[src/include/nes_video_consts.svh]
// NES video output constants
// Raster geometry, sync positions and overscan margins in half-rate pixels
`ifndef NES_VIDEO_CONSTS_SVH
`define NES_VIDEO_CONSTS_SVH

// Raster counter width
`define RASTER_W 10

// Horizontal geometry
`define H_PICTURE 512
`define H_LAST 681 // 682 pixels per line

// Vertical geometry
`define V_PICTURE 240
`define V_LAST_NTSC 261 // 262 lines
`define V_LAST_PAL 311 // 312 lines

// Sync positions
`define HSYNC_START 556
`define HSYNC_END 606
`define VSYNC_NTSC 243
`define VSYNC_PAL 270
`define VSYNC_LINES 3

// Overlay border that hides the overscan area
`define OS_LEFT 20
`define OS_RIGHT 496
`define OS_TOP 6
`define OS_BOTTOM 230

`endif

[src/design/nes_video_pkg.sv]
// NES video package
// Host write opcodes and video standard type

package nes_video_pkg;

	// Host write opcodes
	typedef enum logic [1:0] {
		OP_CTRL  = 2'd0, // Control register
		OP_PAL_A = 2'd1, // Palette set A entry
		OP_PAL_B = 2'd2  // Palette set B entry
	} cfg_op_t;

	// Video standard, also the frame length selector
	typedef enum logic {
		STD_NTSC = 1'b0,
		STD_PAL  = 1'b1
	} video_std_t;

endpackage

[src/design/nes_video_top.sv]
// NES video output stage
// Palette lookup, raster timing, blanking and sync around a host config block
`timescale 1ns/1ps

module nes_video_top
	import nes_video_pkg::*;
(
	input  logic        clk,
	input  logic        reset,
	input  logic [5:0]  color,
	input  logic [8:0]  count_v,
	input  logic        cfg_we,
	input  cfg_op_t     cfg_op,
	input  logic [5:0]  cfg_index,
	input  logic [15:0] cfg_data,
	output logic        sync_h,
	output logic        sync_v,
	output logic [4:0]  r,
	output logic [4:0]  g,
	output logic [4:0]  b
);

	video_std_t  std;
	logic        overscan;
	logic        pal_sel;
	logic        pal_we_a;
	logic        pal_we_b;
	logic [5:0]  pal_waddr;
	logic [14:0] pal_wdata;
	logic [14:0] pixel;
	logic [9:0]  h;
	logic [9:0]  v;

	video_cfg_regs i_video_cfg_regs (
		.clk       (clk),
		.reset     (reset),
		.cfg_we    (cfg_we),
		.cfg_op    (cfg_op),
		.cfg_index (cfg_index),
		.cfg_data  (cfg_data),
		.std       (std),
		.overscan  (overscan),
		.pal_sel   (pal_sel),
		.pal_we_a  (pal_we_a),
		.pal_we_b  (pal_we_b),
		.pal_waddr (pal_waddr),
		.pal_wdata (pal_wdata)
	);

	palette_lut i_palette_lut (
		.clk       (clk),
		.pal_we_a  (pal_we_a),
		.pal_we_b  (pal_we_b),
		.pal_waddr (pal_waddr),
		.pal_wdata (pal_wdata),
		.color     (color),
		.pal_sel   (pal_sel),
		.pixel     (pixel)
	);

	video_timing i_video_timing (
		.clk     (clk),
		.reset   (reset),
		.count_v (count_v),
		.std     (std),
		.pix_en  (),
		.h       (h),
		.v       (v),
		.sync_h  (sync_h),
		.sync_v  (sync_v)
	);

	// h and v hold for the disabled cycle, so every clock carries a pixel
	pixel_shaper i_pixel_shaper (
		.clk      (clk),
		.reset    (reset),
		.h        (h),
		.v        (v),
		.overscan (overscan),
		.pixel    (pixel),
		.r        (r),
		.g        (g),
		.b        (b)
	);

endmodule

[src/design/palette_lut.sv]
// Palette lookup
// Two host-writable 64x15 palette sets with a registered selectable read
`timescale 1ns/1ps

module palette_lut (
	input  logic        clk,
	input  logic        pal_we_a,
	input  logic        pal_we_b,
	input  logic [5:0]  pal_waddr,
	input  logic [14:0] pal_wdata,
	input  logic [5:0]  color,
	input  logic        pal_sel,
	output logic [14:0] pixel
);

	// Set 0 is palette A, set 1 is palette B
	logic [14:0] mem [0:1][0:63];
	logic [1:0]  set_we;
	logic [14:0] rd_a;
	logic [14:0] rd_b;

	assign set_we = {pal_we_b, pal_we_a};

	initial begin
		for (int s = 0; s < 2; s++) begin
			for (int i = 0; i < 64; i++) begin
				mem[s][i] = 15'd0;
			end
		end
	end

	// One write port per set
	for (genvar s = 0; s < 2; s++) begin : g_set
		always_ff @(posedge clk) begin
			if (set_we[s]) begin
				mem[s][pal_waddr] <= pal_wdata;
			end
		end
	end

	// Both sets read at color every clock
	assign rd_a = mem[0][color];
	assign rd_b = mem[1][color];

	// Selected set registered, same-entry write returns the old value
	always_ff @(posedge clk) begin
		pixel <= pal_sel ? rd_b : rd_a;
	end

endmodule

[src/design/pixel_shaper.sv]
// Pixel shaper
// Lines up raster position with the palette output, then blanks and overlays
`timescale 1ns/1ps
`include "nes_video_consts.svh"

module pixel_shaper (
	input  logic                 clk,
	input  logic                 reset,
	input  logic [`RASTER_W-1:0] h,
	input  logic [`RASTER_W-1:0] v,
	input  logic                 overscan,
	input  logic [14:0]          pixel,
	output logic [4:0]           r,
	output logic [4:0]           g,
	output logic [4:0]           b
);

	logic visible;
	logic overlay;
	logic visible_d;
	logic overlay_d;

	assign visible = (h < `RASTER_W'(`H_PICTURE)) && (v < `RASTER_W'(`V_PICTURE));

	// Border band that hides overscan garbage
	assign overlay = overscan && ((h > `RASTER_W'(`OS_RIGHT)) ||
		(h < `RASTER_W'(`OS_LEFT)) ||
		(v < `RASTER_W'(`OS_TOP)) ||
		(v > `RASTER_W'(`OS_BOTTOM)));

	// Decisions delayed one clock to match the palette read
	always_ff @(posedge clk) begin
		if (reset) begin
			visible_d <= 1'b0;
			overlay_d <= 1'b0;
		end else begin
			visible_d <= visible;
			overlay_d <= overlay;
		end
	end

	always_ff @(posedge clk) begin
		if (reset) begin
			r <= 5'd0;
			g <= 5'd0;
			b <= 5'd0;
		end else if (!visible_d) begin
			r <= 5'd0; // Blanked
			g <= 5'd0;
			b <= 5'd0;
		end else if (overlay_d) begin
			// Only the top bit of each channel survives, moved to bit 0
			r <= {4'd0, pixel[4]};
			g <= {4'd0, pixel[9]};
			b <= {4'd0, pixel[14]};
		end else begin
			r <= pixel[4:0];
			g <= pixel[9:5];
			b <= pixel[14:10];
		end
	end

endmodule

[src/design/video_cfg_regs.sv]
// Video configuration registers
// Decodes host writes into the control register and palette write strobes
`timescale 1ns/1ps

module video_cfg_regs
	import nes_video_pkg::*;
(
	input  logic        clk,
	input  logic        reset,
	input  logic        cfg_we,
	input  cfg_op_t     cfg_op,
	input  logic [5:0]  cfg_index,
	input  logic [15:0] cfg_data,
	output video_std_t  std,
	output logic        overscan,
	output logic        pal_sel,
	output logic        pal_we_a,
	output logic        pal_we_b,
	output logic [5:0]  pal_waddr,
	output logic [14:0] pal_wdata
);

	logic ctrl_we;

	assign ctrl_we = cfg_we && (cfg_op == OP_CTRL);

	// Control register, NTSC with overscan off and set A after reset
	always_ff @(posedge clk) begin
		if (reset) begin
			std      <= STD_NTSC;
			overscan <= 1'b0;
			pal_sel  <= 1'b0;
		end else if (ctrl_we) begin
			std      <= video_std_t'(cfg_data[0]); // 1 = PAL
			overscan <= cfg_data[1];
			pal_sel  <= cfg_data[2]; // 1 = set B
		end
	end

	// Palette writes go straight through as single cycle strobes
	assign pal_we_a  = cfg_we && (cfg_op == OP_PAL_A);
	assign pal_we_b  = cfg_we && (cfg_op == OP_PAL_B);
	assign pal_waddr = cfg_index;
	assign pal_wdata = cfg_data[14:0]; // 5:5:5 entry, bit 15 unused

	// Host must never issue the spare opcode
	a_known_op: assert property (
		@(posedge clk) disable iff (reset)
		cfg_we |-> (cfg_op inside {OP_CTRL, OP_PAL_A, OP_PAL_B})
	) else $error("video_cfg_regs: unknown opcode %0h", cfg_op);

endmodule

[src/design/video_timing.sv]
// Video raster timing
// Half-rate pixel enable, raster counters with frame resync and sync pulses
`timescale 1ns/1ps
`include "nes_video_consts.svh"

module video_timing
	import nes_video_pkg::*;
(
	input  logic                 clk,
	input  logic                 reset,
	input  logic [8:0]           count_v,
	input  video_std_t           std,
	output logic                 pix_en,
	output logic [`RASTER_W-1:0] h,
	output logic [`RASTER_W-1:0] v,
	output logic                 sync_h,
	output logic                 sync_v
);

	logic [8:0]           old_count_v;
	logic                 sync_frame;
	logic                 h_end;
	logic                 v_end;
	logic [`RASTER_W-1:0] v_last;
	logic [`RASTER_W-1:0] vsync_first;
	logic                 in_vsync;

	// Frame length and vsync line follow the standard
	assign v_last      = (std == STD_PAL) ? `RASTER_W'(`V_LAST_PAL) : `RASTER_W'(`V_LAST_NTSC);
	assign vsync_first = (std == STD_PAL) ? `RASTER_W'(`VSYNC_PAL) : `RASTER_W'(`VSYNC_NTSC);

	assign h_end    = (h == `RASTER_W'(`H_LAST));
	assign v_end    = (v == v_last);
	assign in_vsync = (v >= vsync_first) && (v < vsync_first + `RASTER_W'(`VSYNC_LINES));

	// Picture unit line counter wrapped 511 -> 0
	assign sync_frame = (old_count_v == 9'd511) && (count_v == 9'd0);

	// Low for one cycle out of reset, then every other clock
	always_ff @(posedge clk) begin
		if (reset) begin
			pix_en <= 1'b0;
		end else begin
			pix_en <= ~pix_en;
		end
	end

	always_ff @(posedge clk) begin
		if (reset) begin
			h           <= '0;
			v           <= '0;
			old_count_v <= 9'd0;
		end else if (pix_en) begin
			old_count_v <= count_v; // Sampled on enabled cycles only
			if (sync_frame) begin
				h <= '0;
				v <= '0;
			end else if (h_end) begin
				h <= '0;
				v <= v_end ? '0 : v + 1'b1;
			end else begin
				h <= h + 1'b1;
			end
		end
	end

	// Sync pulses, a resync also ends a running hsync
	always_ff @(posedge clk) begin
		if (reset) begin
			sync_h <= 1'b0;
			sync_v <= 1'b0;
		end else if (pix_en) begin
			if (sync_frame) begin
				sync_h <= 1'b0;
			end else if (h == `RASTER_W'(`HSYNC_START)) begin
				sync_h <= 1'b1;
				sync_v <= in_vsync; // Vsync only changes at hsync start
			end else if (h == `RASTER_W'(`HSYNC_END)) begin
				sync_h <= 1'b0;
			end
		end
	end

	a_h_range: assert property (
		@(posedge clk) disable iff (reset) h <= `RASTER_W'(`H_LAST)
	) else $error("video_timing: h out of range %0d", h);

	a_v_range: assert property (
		@(posedge clk) disable iff (reset) v <= `RASTER_W'(`V_LAST_PAL)
	) else $error("video_timing: v out of range %0d", v);

	// Hsync stays in the blanking part of the line
	a_hsync_blank: assert property (
		@(posedge clk) disable iff (reset) sync_h |-> (h >= `RASTER_W'(`H_PICTURE))
	) else $error("video_timing: sync_h inside picture at h %0d", h);

endmodule

[config.mk]
export PLATFORM = sky130hd
export DESIGN_NAME = nes_video_top
export DESIGN_NICKNAME = d
export VERILOG_FILES = /design/src/design/nes_video_pkg.sv /design/src/design/nes_video_top.sv /design/src/design/palette_lut.sv /design/src/design/pixel_shaper.sv /design/src/design/video_cfg_regs.sv /design/src/design/video_timing.sv
export VERILOG_INCLUDE_DIRS = /design/src /design/src/include
export SDC_FILE = /design/constraint.sdc
export NUM_CORES = 2
export LEC_CHECK = 0
export BUFFER_PORTS_ARGS = -buffer_cell sky130_fd_sc_hd__buf_4
export CORE_AREA = 2 2 451 453
export CTS_CLUSTER_DIAMETER = 30
export DETAILED_ROUTE_END_ITERATION = 10
export DIE_AREA = 0 0 453 455
export GPL_TIMING_DRIVEN = 0
export PLACE_DENSITY = 0.53
export SYNTH_ARGS = -nofsm -noshare
export SYNTH_HDL_FRONTEND = slang
export SYNTH_SLANG_ARGS = --single-unit
[constraint.sdc]
create_clock -name clk -period 3.1 [get_ports clk]
set_clock_uncertainty 0.05 [all_clocks]
set_input_delay 0.31 -clock clk [delete_from_list [all_inputs] [get_ports clk]]
set_output_delay 0.31 -clock clk [all_outputs]
set_load 0.01 [all_outputs]
# Word level (Yosys, flattened, before mapping)
# Memory sizes are Yosys's and may differ from the RTL's.
# Index checks and enable logic that the tools add are counted.
[word_totals]
regBits = 67
ramBits = 1920
input_bits = 42
wordCells = 95
n_memories = 1
[classes]
addsub = 3
order_cmp = 11
eq_ne = 7
muxes = 29
n_bitwise = 5
reduce_logical = 21
[memory_table]
columns = ["name", "words", "word_bits", "rd", "rd_clocked_by_memory_dff", "write_ports", "line", "text"]
rows = [
  ["i_palette_lut.mem", 2, 960, 2, 0, 1, "palette_lut.sv:17", "logic [14:0] mem [0:1][0:63];"],
]
[op_table]
columns = ["cell", "n"]
rows = [
  ["960-bit 2-to-1 mux", 4],
  ["960-bit OR reduction", 1],
  ["15-bit binary-select mux with 6-bit select", 2],
  ["15-bit demux with 6-bit select", 1],
  ["15-bit 2-to-1 mux", 6],
  ["10-bit 2-to-1 mux", 5],
  ["10-bit equality test (second input constant)", 3],
  ["10-bit by 1-bit adder with 10-bit output (second input constant)", 2],
  ["7-bit >= comparator (second input constant)", 2],
  ["6-bit NOT with 7-bit output", 2],
  ["10-bit by 2-bit adder with 10-bit output (second input constant)", 1],
  ["10-bit equality test", 1],
  ["10-bit >= comparator", 1],
  ["10-bit by 8-bit > comparator with 1-bit output (second input constant)", 1],
  ["10-bit by 9-bit > comparator with 1-bit output (second input constant)", 1],
  ["10-bit less-than comparator", 1],
  ["10-bit less-than comparator (second input constant)", 1],
  ["10-bit by 3-bit less-than comparator with 1-bit output (second input constant)", 1],
  ["10-bit by 5-bit less-than comparator with 1-bit output (second input constant)", 1],
  ["10-bit by 8-bit less-than comparator with 1-bit output (second input constant)", 1],
  ["9-bit equality test (second input constant)", 1],
  ["9-bit zero test", 1],
  ["1-bit 2-to-1 mux", 9],
  ["9-bit 2-to-1 mux", 1],
  ["other kinds (14)", 26],
]

# Depth between registers and ports, before layout
[depth]
word_depth = 8
mapped_depth = 8
mapped_depth_nobuf = 8

# Hierarchy
# Synthesis repeated with hierarchy kept, for this count alone.
[hier_totals]
hier_cells = 3202
area_unflattened_um2 = 76424.5
[modules_own_cells]
columns = ["mod", "instances", "cells_per_inst", "area_each_um2", "seq_area_each_um2"]
rows = [
  ["palette_lut", 1, 2909, 73676.9, 57955.6],
  ["video_timing", 1, 202, 1851.8, 640.6],
  ["pixel_shaper", 1, 54, 574.3, 340.3],
  ["video_cfg_regs", 1, 37, 321.6, 60.1],
]

# Worst setup path after synthesis
# No wires, ideal clock.
[synth_path]
path_type = "in2reg"
start = "input color[0]"
end = "register i_palette_lut.pixel[4]"
setup_time_ns = 0.121
arrival_ns = 2.820
setup_slack_ns = 0.109
stages = 7
n_path_buf = 3
cell_sequence = "clkbuf_1 -> buf_2 -> buf_1 -> mux4_2 -> mux4_2 -> mux4_2 -> mux2_2"
[synth_between]
elab_chain_cells = 5
[synth_rtl]
columns = ["item", "line", "text"]
rows = [
  ["start: declaration", "nes_video_top.sv:10", "input logic [5:0] color,"],
  ["6-bit NOT with 7-bit output (implied by the code) *", "palette_lut.sv:42, palette_lut.sv:43", ""],
  ["15-bit binary-select mux with 6-bit select, on equally long branches", "palette_lut.sv:42, palette_lut.sv:43", ""],
  ["15-bit 2-to-1 mux, on equally long branches (2 in a row)", "palette_lut.sv:42, palette_lut.sv:43", ""],
  ["15-bit 2-to-1 mux *", "palette_lut.sv:47", "pixel <= pal_sel ? rd_b : rd_a;"],
  ["end signal: assignment", "palette_lut.sv:47", ""],
  ["end: declaration", "palette_lut.sv:13", "output logic [14:0] pixel"],
]
# Mark *: on every way between the ends. The rest lies on a longest branch, timed or not. The select of a mux whose other input is x is not followed.
# A chain may end at the register's enable or synchronous reset.

# Final worst setup path
[layout_path]
start = "input cfg_op[0]"
end = "memory i_palette_lut.mem[0][64] (netlist name) (enable)"
[layout_between]
elab_chain_cells = 6
[layout_rtl]
columns = ["item", "line", "text"]
rows = [
  ["start: declaration", "nes_video_top.sv:13", "input cfg_op_t cfg_op,"],
  ["2-bit equality test", "video_cfg_regs.sv:42", "assign pal_we_b = cfg_we && (cfg_op == OP_PAL_B);"],
  ["1-bit logical AND", "video_cfg_regs.sv:42", ""],
  ["1-bit 2-to-1 mux", "palette_lut.sv:35", "if (set_we[s]) begin"],
  ["960-bit 2-to-1 mux (implied by the code)", "palette_lut.sv:36", "mem[s][pal_waddr] <= pal_wdata;"],
  ["960-bit OR reduction (no line)", "n/a", ""],
  ["1-bit 2-to-1 mux (no line) or 960-bit 2-to-1 mux (tied branches)", "n/a", ""],
  ["end: declaration", "palette_lut.sv:17", ""],
]
# Parallel ways exist; a longest one is shown, timed or not.

==> flow_metrics.env <==
export IMPL_finalWirelength_um=200200
export IMPL_grt_overflow=0
export IMPL_cts_buffer_depth=4
export IMPL_p_per_area_nw_per_um2=789.8
export IMPL_wl_per_cell_um=29.60
export IMPL_post_cts_setup_buffers=0
export IMPL_finalHoldViolCount=0
export IMPL_fp_dieW_um=453
export IMPL_rsz0062_at_grt="no"
export IMPL_cts_clk_slew_worst_paths_ns=0.05
export IMPL_clockRootBuffer="clkbuf_16"
export IMPL_hpwl_um=125000
export IMPL_synth_seq_cells=1987
export IMPL_grt_pass1_wl_um=280800
export IMPL_max_cap_violations=0
export IMPL_fin_ws_ns=-0.007801
export IMPL_die_area_um2=206100
export IMPL_cp_arrival_ns=3.59
export IMPL_fin_util_pct=47.69
export IMPL_cts_made_buffers=412
export IMPL_syn2layout_area_growth_pct=26.26
export IMPL_maxSlewHeadroom_pct=9.715
export IMPL_synth_edf_count=1920
export IMPL_dieHeight_um=455
export IMPL_grt_max_degree=129
export IMPL_layout_min_cycle_time_ns=3.108
export IMPL_viasPerCell=5.387
export IMPL_insertion_delay_ns=0.96
export IMPL_slew_violations=0
export IMPL_cts_tree="done"
export IMPL_num_rows=165
export IMPL_clock_sinks=1987
export IMPL_status="finished, violations left"
export IMPL_routabilityCongestion=0.8155
export IMPL_setup_viol=8
export IMPL_timing_final_crit_share_pct=100.3
export IMPL_ys_warn_count=0
export IMPL_ys_top_cells_by_area="edfxtp_1 76%, mux4_2 19%, dfxtp_1 1.8%"
export IMPL_max_freq_mhz=321.8
export IMPL_setup_tns_ns=-0.03124
export IMPL_hp_class="input pin to register"
export IMPL_worst_pin_slew_ns=1.350
export IMPL_synth_top_area_cell="edfxtp_1"
export IMPL_synth_nets=3218
export IMPL_critPathLaunchType="input pin"
export IMPL_synth_avg_cell_area_um2=24.06
export IMPL_drt_initial_drc_count=3605
export IMPL_num_vias=36430
export IMPL_violations="setup timing"
export IMPL_irDropWorstVdd_mv=0.4123
export IMPL_p_leak_nw=30.79
export IMPL_postSynthCellCount=3160
export IMPL_nNetsFinal=3808
export IMPL_yosysTopAreaCellShare_pct=75.83
export IMPL_port_buffer_count=47
export IMPL_cp_end_kind="register"
export IMPL_grt_pass1_vias=37620
export IMPL_synthFlopType="edfxtp_1"
export IMPL_synth_distinct_cells=46
export IMPL_whs_ns=0.08083
export IMPL_track_usage_pct=19.41
export IMPL_first_pass_iters=7
export IMPL_layout_drive_gt1_share_pct=39.48
export IMPL_ant_nets=0
export IMPL_path_max_fanout=15
export IMPL_async_flop_share_pct=0
export IMPL_ys_seq_area_share_pct=77.59
export IMPL_drc_errors=0
export IMPL_h_tree_depth=5
export IMPL_initial_core_util_pct=37.77
export IMPL_ios=59
export IMPL_antenna_found_initial=24
export IMPL_coreArea_um2=201300
export IMPL_critical_path_required_ns=3.58
export IMPL_critPathKind="input pin to register"
export IMPL_syn_area_um2=76030
-- cell usage after synthesis (14+ instances only) --
master,count
edfxtp_1,1920
mux4_2,630
nor2_1,174
clkbuf_1,96
dfxtp_1,67
buf_1,31
buf_2,28
nand2_1,18
nand3_1,18
ha_1,16
mux2_2,15
and2_1,14
mux2i_1,14
-- registers in the layout (all words and copies together) (netlist names), 5 cells and up --
| register | flops |
|---|---|
| i_video_timing.h | 10 |
| i_pixel_shaper.g | 5 |
| i_palette_lut.mem | 1920 |
| i_video_timing.old_count_v | 9 |
| i_video_timing.v | 10 |
| i_pixel_shaper.r | 5 |
| i_palette_lut.pixel | 15 |
| i_pixel_shaper.b | 5 |
-- critical path: stages --
cell and delay (ns):
dlygate4sd3_1 0.52, buf_4 0.15, nand2_1 0.07, or2_2 0.29
nor2_1 0.13, nand3_1 0.94, nor2_2 1.16
-- layer usage --
layer | track usage, % | vias up | share of wire [%]
met5 | 0 | - | 0
met3 | 4.387 | 314 | 7.3
li1 | - | 14950 | -
met1 | 27.40 | 19750 | 43
met2 | 29.89 | 1410 | 47
met4 | 6.536 | 0 | 2.6
-- logic make-up after synthesis --
logic type	synth area share (%)
multiplexers	19.07
adder cells (fa/ha/maj)	0.2633
AND/OR/NAND/NOR	1.718
buffers and inverters	0.9643
AO/OA/AOI/OAI	0.2222
flip-flops	77.59
XOR/XNOR	0.1728
-- area by class of cell --
cell class                      count  area, um2
Multi-Input combinational cell    999      16610
Sequential cell                  1987      59000
Buffer                            167      817.0
Timing Repair Buffer              176       2420
Inverter                            7      26.28
Fill cell                       16260     105300
Antenna cell                        9      22.52
Clock buffer                      487      10880
Clock inverter                    258       2884
Tap cell                         2672       3343
-- layout by cell type (no fill, tap or decap), types with 10 or more instances in the layout --
| cell type | instances |
|---|---|
| nand4_1 | 11 |
| clkbuf_2 | 10 |
| nor2_2 | 124 |
| bufinv_16 | 55 |
| dlygate4sd3_1 | 37 |
| mux4_2 | 630 |
| mux2_2 | 15 |
| edfxtp_1 | 1920 |
| clkinv_1 | 54 |
| nand3_1 | 18 |
| nor2_1 | 50 |
| inv_6 | 19 |
| buf_1 | 15 |
| clkinv_2 | 64 |
| buf_6 | 21 |
| xor2_1 | 11 |
| clkbuf_16 | 423 |
| buf_2 | 26 |
| ha_1 | 16 |
| clkinv_4 | 22 |
| nand2_1 | 18 |
| dfxtp_1 | 67 |
| mux2i_1 | 14 |
| and2_1 | 14 |
| buf_4 | 51 |
| buf_8 | 60 |
| clkinvlp_4 | 37 |
| clkbuf_1 | 147 |
| a21oi_1 | 12 |
| buf_16 | 24 |
-- report_power, final --
group | switching (mW) | total [mW] | internal, mW | leakage (nW)
clock | 13.8 | 43.2 | 29.4 | 6.65
sequential | 0.0349 | 29.7 | 29.6 | 17.8
combinational | 1.79 | 2.95 | 1.16 | 6.33
total | 15.6 | 75.8 | 60.2 | 30.8
-- worst paths after layout --
check / slack [ns] / start / cells after the start / endpoint
min reg2reg: 0.41 / i_video_timing.sync_v / 2 / i_video_timing.sync_v
min: 0.08 / color[5] / 3 / i_palette_lut.pixel[9]
max reg2reg: 0.50 / i_palette_lut.mem[0][1357] / 4 / i_palette_lut.pixel[7]
max: -0.008 / cfg_op[0] / 7 / i_palette_lut.mem[0][64]
-- through the flow --
step                area (um2)  power, mW  setup slack, ns  instances
global route             95990      77.92         0.004291       6757
CTS                      95860      76.43         0.004979       6748
floorplan                76030      31.58           0.1092       3160
global placement         79730      32.97           -2.493       5879
detailed placement       81660      33.07           -1.917       5968
finish                   96000      75.82        -0.007801       6762
-- timing repair --
action                                 CTS  global route
endpoints found under the hold margin  552            60
hold buffers                            35             2
setup endpoints to repair               15             8
gates resized for setup                 29             7
No activity file was read; power rests on OpenSTA's default activity.
